===== src/ddr_check_pkg.sv =====
// shared widths, register map, test patterns and row/transfer constants for the read-back checker
package ddr_check_pkg;

   // ------------------------------
   // data widths
   // ------------------------------
   typedef logic [7:0]  byte_t;        // port-bus value
   typedef logic [3:0]  port_addr_t;   // register address inside a block
   typedef logic [12:0] row_t;
   typedef logic [9:0]  col_t;
   typedef logic [1:0]  bank_t;
   typedef logic [24:0] mem_addr_t;    // {row, col, bank}
   typedef logic [9:0]  xfr_len_t;     // words per request
   typedef logic [31:0] mem_word_t;
   typedef logic [9:0]  log_row_t;     // low bits of row kept in the log
   typedef logic [15:0] screen_cnt_t;
   typedef logic [10:0] fifo_count_t;

   // request sequencer states
   typedef enum logic [1:0] {
      ST_IDLE,
      ST_WAIT_GRANT,
      ST_PRE_XFR,
      ST_DATA_XFR
   } seq_state_t;

   // ------------------------------
   // register map
   // ------------------------------
   localparam port_addr_t REG_CTRL_BLK   = 4'h0;   // upper nibble of port_id
   localparam port_addr_t REG_CW_CS_ADDR = 4'h0;   // control / status register

   // ------------------------------
   // memory walk
   // ------------------------------
   localparam row_t     MAX_ROW          = 13'd767;
   localparam xfr_len_t XFR_LEN_PER_LINE = 10'd512;

   // allowed words, byte 0 in the low lane
   localparam mem_word_t BYTE_PAT_A = 32'hFD_CB_86_10;
   localparam mem_word_t BYTE_PAT_B = 32'h93_6C_E5_72;
   localparam int        NUM_LANES  = 4;

   // ------------------------------
   // fault log
   // ------------------------------
   localparam int FAULT_FIFO_DEPTH  = 1024;
   localparam int FIFO_ADDR_W       = $clog2(FAULT_FIFO_DEPTH);
   localparam int FAULT_DRAIN_LEVEL = 100;
   localparam int LOG_ROW_W         = $bits(log_row_t);

endpackage


===== src/ctrl_regs.sv =====
// port-bus register block: control register write, memory-ready and led outputs, status read-back
`timescale 1ns/1ps

module ctrl_regs (
   input  logic                  mem_clk90,
   input  logic                  mem_rst90,
   input  ddr_check_pkg::byte_t  port_id,
   input  logic                  write_strobe,
   input  logic                  read_strobe,
   input  ddr_check_pkg::byte_t  out_port,
   output ddr_check_pkg::byte_t  in_port,
   input  logic                  fifo_empty,
   output logic                  memory_init_done,
   output logic                  led
);

   ddr_check_pkg::port_addr_t blk_code;
   ddr_check_pkg::port_addr_t reg_addr;
   logic                      blk_sel;
   logic                      cw_cs_hit;
   ddr_check_pkg::byte_t      cw_cs;    // control register

   // ------------------------------
   // address decode
   // ------------------------------
   assign blk_code  = port_id[7:4];
   assign reg_addr  = port_id[3:0];
   assign blk_sel   = (blk_code == ddr_check_pkg::REG_CTRL_BLK);
   assign cw_cs_hit = blk_sel && (reg_addr == ddr_check_pkg::REG_CW_CS_ADDR);

   always_ff @(posedge mem_clk90) begin
      if (mem_rst90) begin
         cw_cs <= '0;
      end else if (write_strobe && cw_cs_hit) begin
         cw_cs <= out_port;
      end
   end

   // status read, empty flag only
   always_comb begin
      in_port = '0;
      if (read_strobe && cw_cs_hit) begin
         in_port[0] = fifo_empty;
      end
   end

   assign memory_init_done = cw_cs[1];   // starts the read walk
   assign led              = cw_cs[0];

endmodule


===== config.mk =====
export PLATFORM = sky130hd
export DESIGN_NAME = ctrl_regs
export DESIGN_NICKNAME = d
export VERILOG_FILES = /design/src/ddr_check_pkg.sv /design/src/ctrl_regs.sv
export SDC_FILE = /design/constraint.sdc
export NUM_CORES = 1
export LEC_CHECK = 0
export BUFFER_PORTS_ARGS = -buffer_cell sky130_fd_sc_hd__buf_2
export CAP_MARGIN = 20
export CORE_AREA = 5 5 42 44
export CTS_CLUSTER_SIZE = 16
export DETAILED_ROUTE_END_ITERATION = 7
export DIE_AREA = 0 0 47 49
export PLACE_DENSITY = 0.52
export SYNTH_ARGS = -nofsm -noshare
export SYNTH_HDL_FRONTEND = slang
export SYNTH_SLANG_ARGS = --single-unit
export TNS_END_PERCENT = 100

===== constraint.sdc =====
create_clock -name mem_clk90 -period 2.71 [get_ports mem_clk90]
set_clock_uncertainty 0.2 [all_clocks]
set_input_delay 0.542 -clock mem_clk90 [delete_from_list [all_inputs] [get_ports mem_clk90]]
set_output_delay 0.542 -clock mem_clk90 [all_outputs]
set_load 0.02 [all_outputs]

==> summary.md <==
| Metric | Value |
|---|---|
| Status | finished clean |
| Die Wd | approximately 47 um |
| Worst Path Class, Setup | input pin to output pin |
| Fin. max-slew vios | 0 |
| Required @ worst endpoint | roughly 2 ns |
| Placed cell count | 52 |
| Area delta synth->final | 53.4% |
| DR iter-0 viols | 1 |
| Io pins | 31 |
| Longest Clk Path Bufs | 2 |
| Worst-path fanout max | 2 |
| CTS tree | built |
| Final period util | 74.8% |
| Root Driver | clkbuf_4 |
| Total Neg Setup Slack | 0 ns |
| First-pass GRT wire length | a little under 700 um |
| Synth cell types | 8 |
| Fmax | 494 MHz |
| Starting Density | between 10% and 20% |
| Die Y | ~49 um |
| DRT Wirelength | 462 um |
| CTS Buf Count | 3 |
| Post-route antenna net violation count | 0 |
| Slowest-stage cell, CP | nor4_2 |
| CP startpoint kind | input pin |
| RSZ-0062 raised after global routing | false |
| Sequential area share after synthesis | between 20% and 30% |
| Pleak | between 0.0001 and 0.00015 uW |
| Max IR drop VDD | roughly 0.00014 V |
| Full die area | 2300 um^2 |
| # resized after CTS | 0 |
| R2r setup slk | ~2.0 ns |
| Clock slew at reported path FFs | about 0.030 ns |
| Total GRT Usage | 4.29% |
| Mapped Cells | 20 |
| Initial antenna violation count | 0 |
| Max reg flops | 2 |
| Critical path's top delay family | simple AND/OR/NAND/NOR gates |
| Crit path DAT | between 1 and 1.5 ns |
| Max incr delay on CP | roughly 0.28 ns |
| Setup violators final | 0 |
| Worst flop-to-flop path startpoint | cw_cs[0] |
| Most used cell, CP | buf_2 |
| Crit end category | output pin |
| HP Class | flop to flop |
| Min Clock Period, post-route | just over 2 ns |
| H-tree depth | 1 |
| Largest net degree at the start of global routing | 5 |
| DR pass1 iterations | 2 |
| Reg2Reg Depth | 2 |
| Vias | roughly 180 |
| Yosys warns | 0 |
| Avg Synthesized Cell Area | just over 9 um^2 |
| Rows | 14 |
| RR Endpoint | cw_cs[0] |
| DRC Markers | 0 |
| Hold Vio Cnt, Final | 0 |
| Layout Nets | between 60 and 70 |
| Share of layout cells above drive strength 1 | 59.0% |
| Grt total ovfl | 0 |
| Total setup buffers inserted after CTS | 0 |
| Core area | ~1400 um^2 |
| Crit. Startpoint | port_id[3] |
| Final std cells w/o fill | 55 |
| Final GP Congestion | approximately 0.53 |
| Critical Path End | in_port[0] |
| Pwr Density | ~420 nW/um^2 |
| Vias in the first global route | 192 |
| Worst skew pair latency | around 0.22 ns |
| Critical path depth | 4 |
| Top Registers | cw_cs x2 |
| Worst Slack Setup Final | between 0.6 and 0.7 ns |
| Pre-CTS WS | 0.659 ns |
| N_diodes | 0 |
| Biggest register | cw_cs |
| WL/cell | 8.40 um |
| Crit-path cells | buf_2 -> nor4_2 -> and4_1 -> buf_2 |
| Hold-fix buffers at CTS | 0 |
| Port bufs | 17 |
| FF+latch count, synth | 2 |
| Worst path buffer plus inverter count | 2 |
| DR vias/cell | roughly 3.3 |
| Max-cap violations | 0 |
| Mapped cell area | ~180 um^2 |
| Clock sink count | 2 |
-- worst min-delay path: cells and delay by family, from the launching register on --
| kind | cells | cell delay [ns] |
|---|---|---|
| AND/OR/NAND/NOR | 1 | 0.06 |
| flip-flops | 1 | 0.29 |
| multiplexers | 1 | 0.06 |
-- power by group --
group          internal, uW  switching, uW  total, uW
clock network          48.7           15.8       64.5
logic                  9.06           13.2       22.3
registers              29.7         0.0169       29.7
-- how the worst min path moves through the flow --
stage,start,to,slack (ns),depth (start not counted)
finish,cw_cs[1],cw_cs[1],0.27,2
global route,cw_cs[1],cw_cs[1],0.30,2
CTS,cw_cs[1],cw_cs[1],0.27,2
detailed placement,cw_cs[1],cw_cs[1],0.27,2
global placement,cw_cs[1],cw_cs[1],0.26,2
floorplan,cw_cs[0],cw_cs[0],0.35,2
-- cell families (layout without fill, tap and decap cells) --
family        Yosys count  in the layout  synth area share [%]
other cells             1              7                  2.05
simple gates            8              8                  36.3
buf+inv                 7             20                  28.8
flops                   2              2                  21.9
mux                     2              2                  11.0
-- stage by stage --
step | total power, uW | area, um^2 | util, % | hold WS (ns)
2_1_floorplan | 48.9 | 205 | - | 0.345
3_3_place_gp | 52.1 | 258 | 18.4 | 0.258
3_5_place_dp | 52.3 | 258 | 18.4 | 0.265
4_1_cts | 122 | 280 | 20.0 | 0.271
5_1_grt | 126 | 280 | 20.0 | 0.296
6_report | 117 | 280 | 20.0 | 0.266
-- placed cells by master, fill, tap and decap left out --
cell type  Yosys  routed
dfxtp_1        2       2
nor4_2         2       2
mux2i_1        2       2
clkbuf_4       0       3
buf_2          0      17
and4_1         1       1
and3_2         1       1
nand2b_1       4       4
conb_1         1       7
-- area by class of cell --
| class | instances | area, um^2 |
|---|---|---|
| clock buffer | 3 | 22.5 |
| timing repair buffer | 17 | 85.1 |
| sequential | 2 | 40.0 |
| multi-input combinational | 17 | 113 |
| fill | 157 | 1120 |
| tap | 16 | 20.0 |
-- layer usage --
| metal | GRT usage, % | part of all wire (%) |
|---|---|---|
| met3 | 0.369 | 21 |
| met5 | 0 | 0 |
| met4 | 5.53 | 0 |
| met1 | 3.51 | 31 |
| met2 | 7.24 | 48 |
-- synth_stat cells --
| library cell | instances | area share (%) |
|---|---|---|
| buf_4 | 7 | 29 |
| nand2b_1 | 4 | 14 |
| dfxtp_1 | 2 | 22 |
| mux2i_1 | 2 | 11 |
| nor4_2 | 2 | 14 |
| and3_2 | 1 | 4.1 |
| and4_1 | 1 | 4.8 |
| conb_1 | 1 | 2.1 |
(Power assumes the default switching activity.)
