File: config.mk
export PLATFORM = sky130hd
export DESIGN_NAME = row_read_sequencer
export DESIGN_NICKNAME = d
export VERILOG_FILES = /design/src/ddr_check_pkg.sv /design/src/row_read_sequencer.sv
export SDC_FILE = /design/constraint.sdc
export NUM_CORES = 1
export LEC_CHECK = 0
export ABC_AREA = 1
export BUFFER_PORTS_ARGS = -buffer_cell sky130_fd_sc_hd__buf_2
export CELL_PAD_IN_SITES_DETAIL_PLACEMENT = 1
export CELL_PAD_IN_SITES_GLOBAL_PLACEMENT = 2
export CORE_MARGIN = 10
export CORE_UTILIZATION = 25
export DETAILED_ROUTE_END_ITERATION = 12
export GPL_ROUTABILITY_DRIVEN = 0
export HOLD_SLACK_MARGIN = 0.15
export PLACE_DENSITY = 0.76
export REMOVE_ABC_BUFFERS = 1
export SYNTH_ARGS = -nofsm -noshare
export SYNTH_HDL_FRONTEND = slang
export SYNTH_SLANG_ARGS = --single-unit
File: constraint.sdc
create_clock -name mem_clk90 -period 1.28 [get_ports mem_clk90]
set_input_delay 0.064 -clock mem_clk90 [delete_from_list [all_inputs] [get_ports mem_clk90]]
set_output_delay 0.064 -clock mem_clk90 [all_outputs]
set_load 0.01 [all_outputs]
File: src/ddr_check_pkg.sv
// shared widths, register map, test patterns and row/transfer constants for the read-back checker
package ddr_check_pkg;

   // ------------------------------
   // data widths
   // ------------------------------
   typedef logic [7:0]  byte_t;        // port-bus value
   typedef logic [3:0]  port_addr_t;   // register address inside a block
   typedef logic [12:0] row_t;
   typedef logic [9:0]  col_t;
   typedef logic [1:0]  bank_t;
   typedef logic [24:0] mem_addr_t;    // {row, col, bank}
   typedef logic [9:0]  xfr_len_t;     // words per request
   typedef logic [31:0] mem_word_t;
   typedef logic [9:0]  log_row_t;     // low bits of row kept in the log
   typedef logic [15:0] screen_cnt_t;
   typedef logic [10:0] fifo_count_t;

   // request sequencer states
   typedef enum logic [1:0] {
      ST_IDLE,
      ST_WAIT_GRANT,
      ST_PRE_XFR,
      ST_DATA_XFR
   } seq_state_t;

   // ------------------------------
   // register map
   // ------------------------------
   localparam port_addr_t REG_CTRL_BLK   = 4'h0;   // upper nibble of port_id
   localparam port_addr_t REG_CW_CS_ADDR = 4'h0;   // control / status register

   // ------------------------------
   // memory walk
   // ------------------------------
   localparam row_t     MAX_ROW          = 13'd767;
   localparam xfr_len_t XFR_LEN_PER_LINE = 10'd512;

   // allowed words, byte 0 in the low lane
   localparam mem_word_t BYTE_PAT_A = 32'hFD_CB_86_10;
   localparam mem_word_t BYTE_PAT_B = 32'h93_6C_E5_72;
   localparam int        NUM_LANES  = 4;

   // ------------------------------
   // fault log
   // ------------------------------
   localparam int FAULT_FIFO_DEPTH  = 1024;
   localparam int FIFO_ADDR_W       = $clog2(FAULT_FIFO_DEPTH);
   localparam int FAULT_DRAIN_LEVEL = 100;
   localparam int LOG_ROW_W         = $bits(log_row_t);

endpackage

File: src/row_read_sequencer.sv
// issues one line read per memory row to the memory manager, walking all rows and counting screens
`timescale 1ns/1ps

module row_read_sequencer (
   input  logic                        mem_clk90,
   input  logic                        mem_rst90,
   input  logic                        memory_init_done,
   output logic                        rd_mem_req,
   output ddr_check_pkg::mem_addr_t    rd_mem_addr,
   output ddr_check_pkg::xfr_len_t     rd_xfr_len,
   input  logic                        rd_mem_grant,
   input  logic                        rd_data_valid,
   output ddr_check_pkg::row_t         cur_row,
   output ddr_check_pkg::screen_cnt_t  screen_count
);

   ddr_check_pkg::seq_state_t state_r, state_nxt;
   logic                      init_done_1d;
   logic                      init_pulse;
   logic                      rd_go;          // kicks the FSM out of idle
   logic                      rd_req_nxt;
   logic                      rd_xfr_done, rd_xfr_done_nxt;
   ddr_check_pkg::row_t       next_row;       // row for the next request
   ddr_check_pkg::row_t       addr_row;

   // ------------------------------
   // start pulse
   // ------------------------------
   assign init_pulse = memory_init_done & ~init_done_1d;

   always_ff @(posedge mem_clk90) begin
      if (mem_rst90) begin
         init_done_1d <= 1'b0;
         rd_go        <= 1'b0;
      end else begin
         init_done_1d <= memory_init_done;
         rd_go        <= init_pulse | rd_xfr_done;   // first line or line finished
      end
   end

   // ------------------------------
   // row and screen counters
   // ------------------------------
   always_ff @(posedge mem_clk90) begin
      if (mem_rst90) begin
         next_row     <= '0;
         screen_count <= '0;
      end else if (rd_xfr_done) begin
         if (next_row == ddr_check_pkg::MAX_ROW) begin
            next_row     <= '0;
            screen_count <= screen_count + 1'b1;   // one full screen read back
         end else begin
            next_row <= next_row + 1'b1;
         end
      end
   end

   // ------------------------------
   // request FSM
   // ------------------------------
   always_comb begin
      state_nxt       = state_r;
      rd_req_nxt      = 1'b0;
      rd_xfr_done_nxt = 1'b0;
      case (state_r)
         ddr_check_pkg::ST_IDLE: begin
            if (rd_go) begin
               state_nxt  = ddr_check_pkg::ST_WAIT_GRANT;
               rd_req_nxt = 1'b1;
            end
         end
         ddr_check_pkg::ST_WAIT_GRANT: begin
            rd_req_nxt = 1'b1;
            if (rd_mem_grant) begin
               state_nxt  = ddr_check_pkg::ST_PRE_XFR;
               rd_req_nxt = 1'b0;
            end
         end
         ddr_check_pkg::ST_PRE_XFR: begin
            if (rd_data_valid) state_nxt = ddr_check_pkg::ST_DATA_XFR;
         end
         ddr_check_pkg::ST_DATA_XFR: begin
            if (!rd_data_valid) begin   // end of line
               state_nxt       = ddr_check_pkg::ST_IDLE;
               rd_xfr_done_nxt = 1'b1;
            end
         end
         default: state_nxt = ddr_check_pkg::ST_IDLE;
      endcase
   end

   always_ff @(posedge mem_clk90) begin
      if (mem_rst90) begin
         state_r     <= ddr_check_pkg::ST_IDLE;
         rd_mem_req  <= 1'b0;
         rd_xfr_done <= 1'b0;
         addr_row    <= '0;
         rd_xfr_len  <= '0;
      end else begin
         state_r     <= state_nxt;
         rd_mem_req  <= rd_req_nxt;
         rd_xfr_done <= rd_xfr_done_nxt;
         if (state_r == ddr_check_pkg::ST_IDLE && rd_go) begin
            addr_row   <= next_row;   // latch row for this request
            rd_xfr_len <= ddr_check_pkg::XFR_LEN_PER_LINE;
         end
      end
   end

   // column and bank always zero
   assign rd_mem_addr = {addr_row, ddr_check_pkg::col_t'(0), ddr_check_pkg::bank_t'(0)};
   assign cur_row     = addr_row;

   a_req_in_wait_grant: assert property (@(posedge mem_clk90) disable iff (mem_rst90)
      rd_mem_req |-> state_r == ddr_check_pkg::ST_WAIT_GRANT);

endmodule

==> results.tsv <==
stage	metric	value	unit
status	status	complete, but fails checks	
status	failing checks	setup timing	
yosys	fraction of post-synthesis cell area in the top cell type by area	38.5	%
floorplan	Site Rows	36	
critical_path	CP max-delay cell	dfxtp_2	
pwr	Pleak	1.75	nW
clock_tree	worst-case clock buffer depth	2	
grt	total gr overflow	0	
clock_tree	number of H-tree levels	2	
yosys	number of synthesized register bits	49	
sta	Fin Setup TNS	-2.15	ns
sta	final hold slack	0.156	ns
critical_path	Crit Path Category	flop to flop	
route	Initial DRC Count	82	
critical_path	CP Cell Sequence	ha_4, buf_6, nand3_4, nor3_4, buf_4, nand2_4, a21oi_2, nor2_1	
yosys	fraction of registers with async set/reset	0	%
yosys	largest cells by area after synthesis	dfxtp_1 39%, nand2_1 11%, buf_4 10%	
clock_tree	clock root buffer	clkbuf_8	
sta	Final WS setup	-0.137	ns
clock_tree	CTS tree	yes	
route	vias per cell	4.19	
yosys	Netlist cell types	31	
route	DRC viols	0	
sta	min cycle time layout	1.42	ns
route	Routed WL	7.79	mm
cells_and_area	Nets	459	
cells_and_area	number of diodes	0	
critical_path	critical path launch point type	flop	
sta	crit share post-route	111	%
floorplan	io pins	70	
grt	largest net degree at the start of global routing	19	
route	ANT nets after route	0	
yosys	number of flops mapped to enable cells by yosys	0	
floorplan	chip width	121	µm
clock_tree	TritonCTS Buffers	5	
floorplan	Die Y	121	µm
placement	Port Buffers	48	
critical_path	CP top delay family	simple AND/OR/NAND/NOR gates	
clock_tree	Worst-path clk slew	0.09	ns
yosys	Avg Inst Size Synth	7.13	µm²
sta	RSZ-0062 raised after global routing	true	
grt	Total GRT Usage	10.2	%
floorplan	area of the core	0.00986	mm²
critical_path	WP data arrival	1.61	ns
critical_path	Worst path max stage delay	0.38	ns
yosys	Synth Flop Type	dfxtp_1	
critical_path	Data required, critical path	1.48	ns
route	total iterations of the first detailed-routing run	4	
placement	Post-DP HPWL	5.69	mm
critical_path	Setup crit end kind	flop	
sta	Max Clk Rate	706	MHz
pwr	Worst VDD drop	0.407	mV
floorplan	Die ar.	0.0146	mm²
grt	initial antenna violation count	0	
cells_and_area	most common cell after layout, fill and taps aside	nor2_1	
route	Via Count	2441	
yosys	Ys Warns	0	
sta	skew final	0.00535	ns
cells_and_area	share of layout cells above drive strength 1	41.9	%
sta	Final Slew Violations	0	
yosys	Seq/Total Area, Yosys	38.5	%
yosys	gate count of the mapped netlist	357	
sta	Final setup viols	25	
clock_tree	clk_lat worst skew	0.30	ns
cells_and_area	area grow syn2layout	43.6	%
sta	final hold violations	0	
job	Max-Cap Viols	0	
worst_hold_path	Hold Path Class	primary input to flop	
clock_tree	clk sinks	49	
grt	global-route wire length before repair	12.4	mm
floorplan	Initial Utilization	25.8	%
cells_and_area	most frequent cells in the layout	59 x nor2_1, 58 x nand2_1, 48 x buf_2	
critical_path	Worst Path Buf+Inv	2	
route	DR WL/cell	13.4	µm
pwr	PwrDens	1070	mW/mm²
critical_path	Max FO, Critical Path	2	
yosys	Mapped Area	0.00254	mm²
grt	via count of the first global-routing pass	2587	
yosys	largest area contributor in the netlist	dfxtp_1	
power breakdown:
group	internal [W]	switching (W)	leakage, nW	total, W
clock	0.000777	0.000547	0.0681	0.00132
sequential	0.00164	0.000102	0.402	0.00175
combinational	0.000374	0.000474	1.28	0.000848
timing repair:
action / 4_1_cts / 5_1_grt
pin swaps: 14 / 14
setup endpoints to repair: 41 / 43
gates cloned: 1 / 0
hold buffers: 3 / 0
endpoints found under the hold margin: 7 / 0
resized for setup: 56 / 46
setup buffers: 4 / 4
cells by family (layout without fill, tap and decap cells):
logic type / count (synthesis) / count (layout) / synth area share (%)
buf+inv: 77 / 148 / 16.7
xor+xnor: 8 / 8 / 2.75
other cells: 1 / 21 / 0.147
fa+ha+maj: 6 / 6 / 2.95
compound gates: 38 / 38 / 7.87
flops: 49 / 49 / 38.5
simple gates: 178 / 179 / 31.0
worst register-to-register path, cell delays in order, from the launching register on:
cell and delay, ns:
dfxtp_2 0.38, ha_4 0.17, buf_6 0.10, nand3_4 0.08, nor3_4 0.24, buf_4 0.16
nand2_4 0.05, a21oi_2 0.10, nor2_1 0.05
final cells by class:
| class | count | area, µm² |
|---|---|---|
| clock buffers | 5 | 68.8 |
| clock inverters | 3 | 65.1 |
| fillers | 1233 | 6210 |
| inverters | 36 | 148 |
| multi-input cells | 252 | 1500 |
| flip-flops and latches | 49 | 997 |
| well taps | 133 | 166 |
| repair buffers | 104 | 707 |
registers in the layout, summed over array words and instances (netlist names):
register / count
cur_row: 13
init_done_1d: 1
next_row: 13
rd_go: 1
rd_mem_req: 1
rd_xfr_done: 1
rd_xfr_len: 1
screen_count: 16
state_r: 2
worst paths after layout:
check	from	cells after the start	slack, ns	to
worst min-delay path	rd_mem_grant	5	0.16	rd_mem_req
worst min register to register	init_done_1d	1	0.43	rd_go
worst max-delay path	next_row[1]	8	-0.14	next_row[0]
worst max register to register	next_row[1]	8	-0.14	next_row[0]
synthesized netlist by cell type, types with 2 or more instances:
cell	n
nand2_1	72
nor2_1	68
dfxtp_1	49
buf_4	34
inv_1	33
a21oi_1	17
o21ai_0	17
nand3_1	15
xor2_1	7
ha_1	6
nand4_1	6
clkbuf_1	4
nand2_2	3
nor3_1	3
nor3_2	3
a211oi_1	2
inv_2	2
nand3_2	2
nor2_4	2
routing by layer:
metal,track usage [%],up-vias,wire [µm]
li1,-,1244,-
met1,11.5,1145,3340
met2,18.9,45,4030
met3,2.28,7,335
met4,2.26,0,83
met5,0,-,0
through the flow:
step / setup slack [ns] / utilization [%] / cells / area [µm²] / total power, W
floorplan: -0.126 / - / 336 / 2330 / 0.00211
global placement: -0.104 / 31.4 / 563 / 3090 / 0.00245
detailed placement: -0.252 / 31.4 / 563 / 3090 / 0.00246
CTS: -0.157 / 35.2 / 578 / 3480 / 0.00389
global route: -0.234 / 37.0 / 582 / 3650 / 0.00417
finish: -0.137 / 37.0 / 582 / 3650 / 0.00392
No activity file was read; power rests on OpenSTA's default activity.
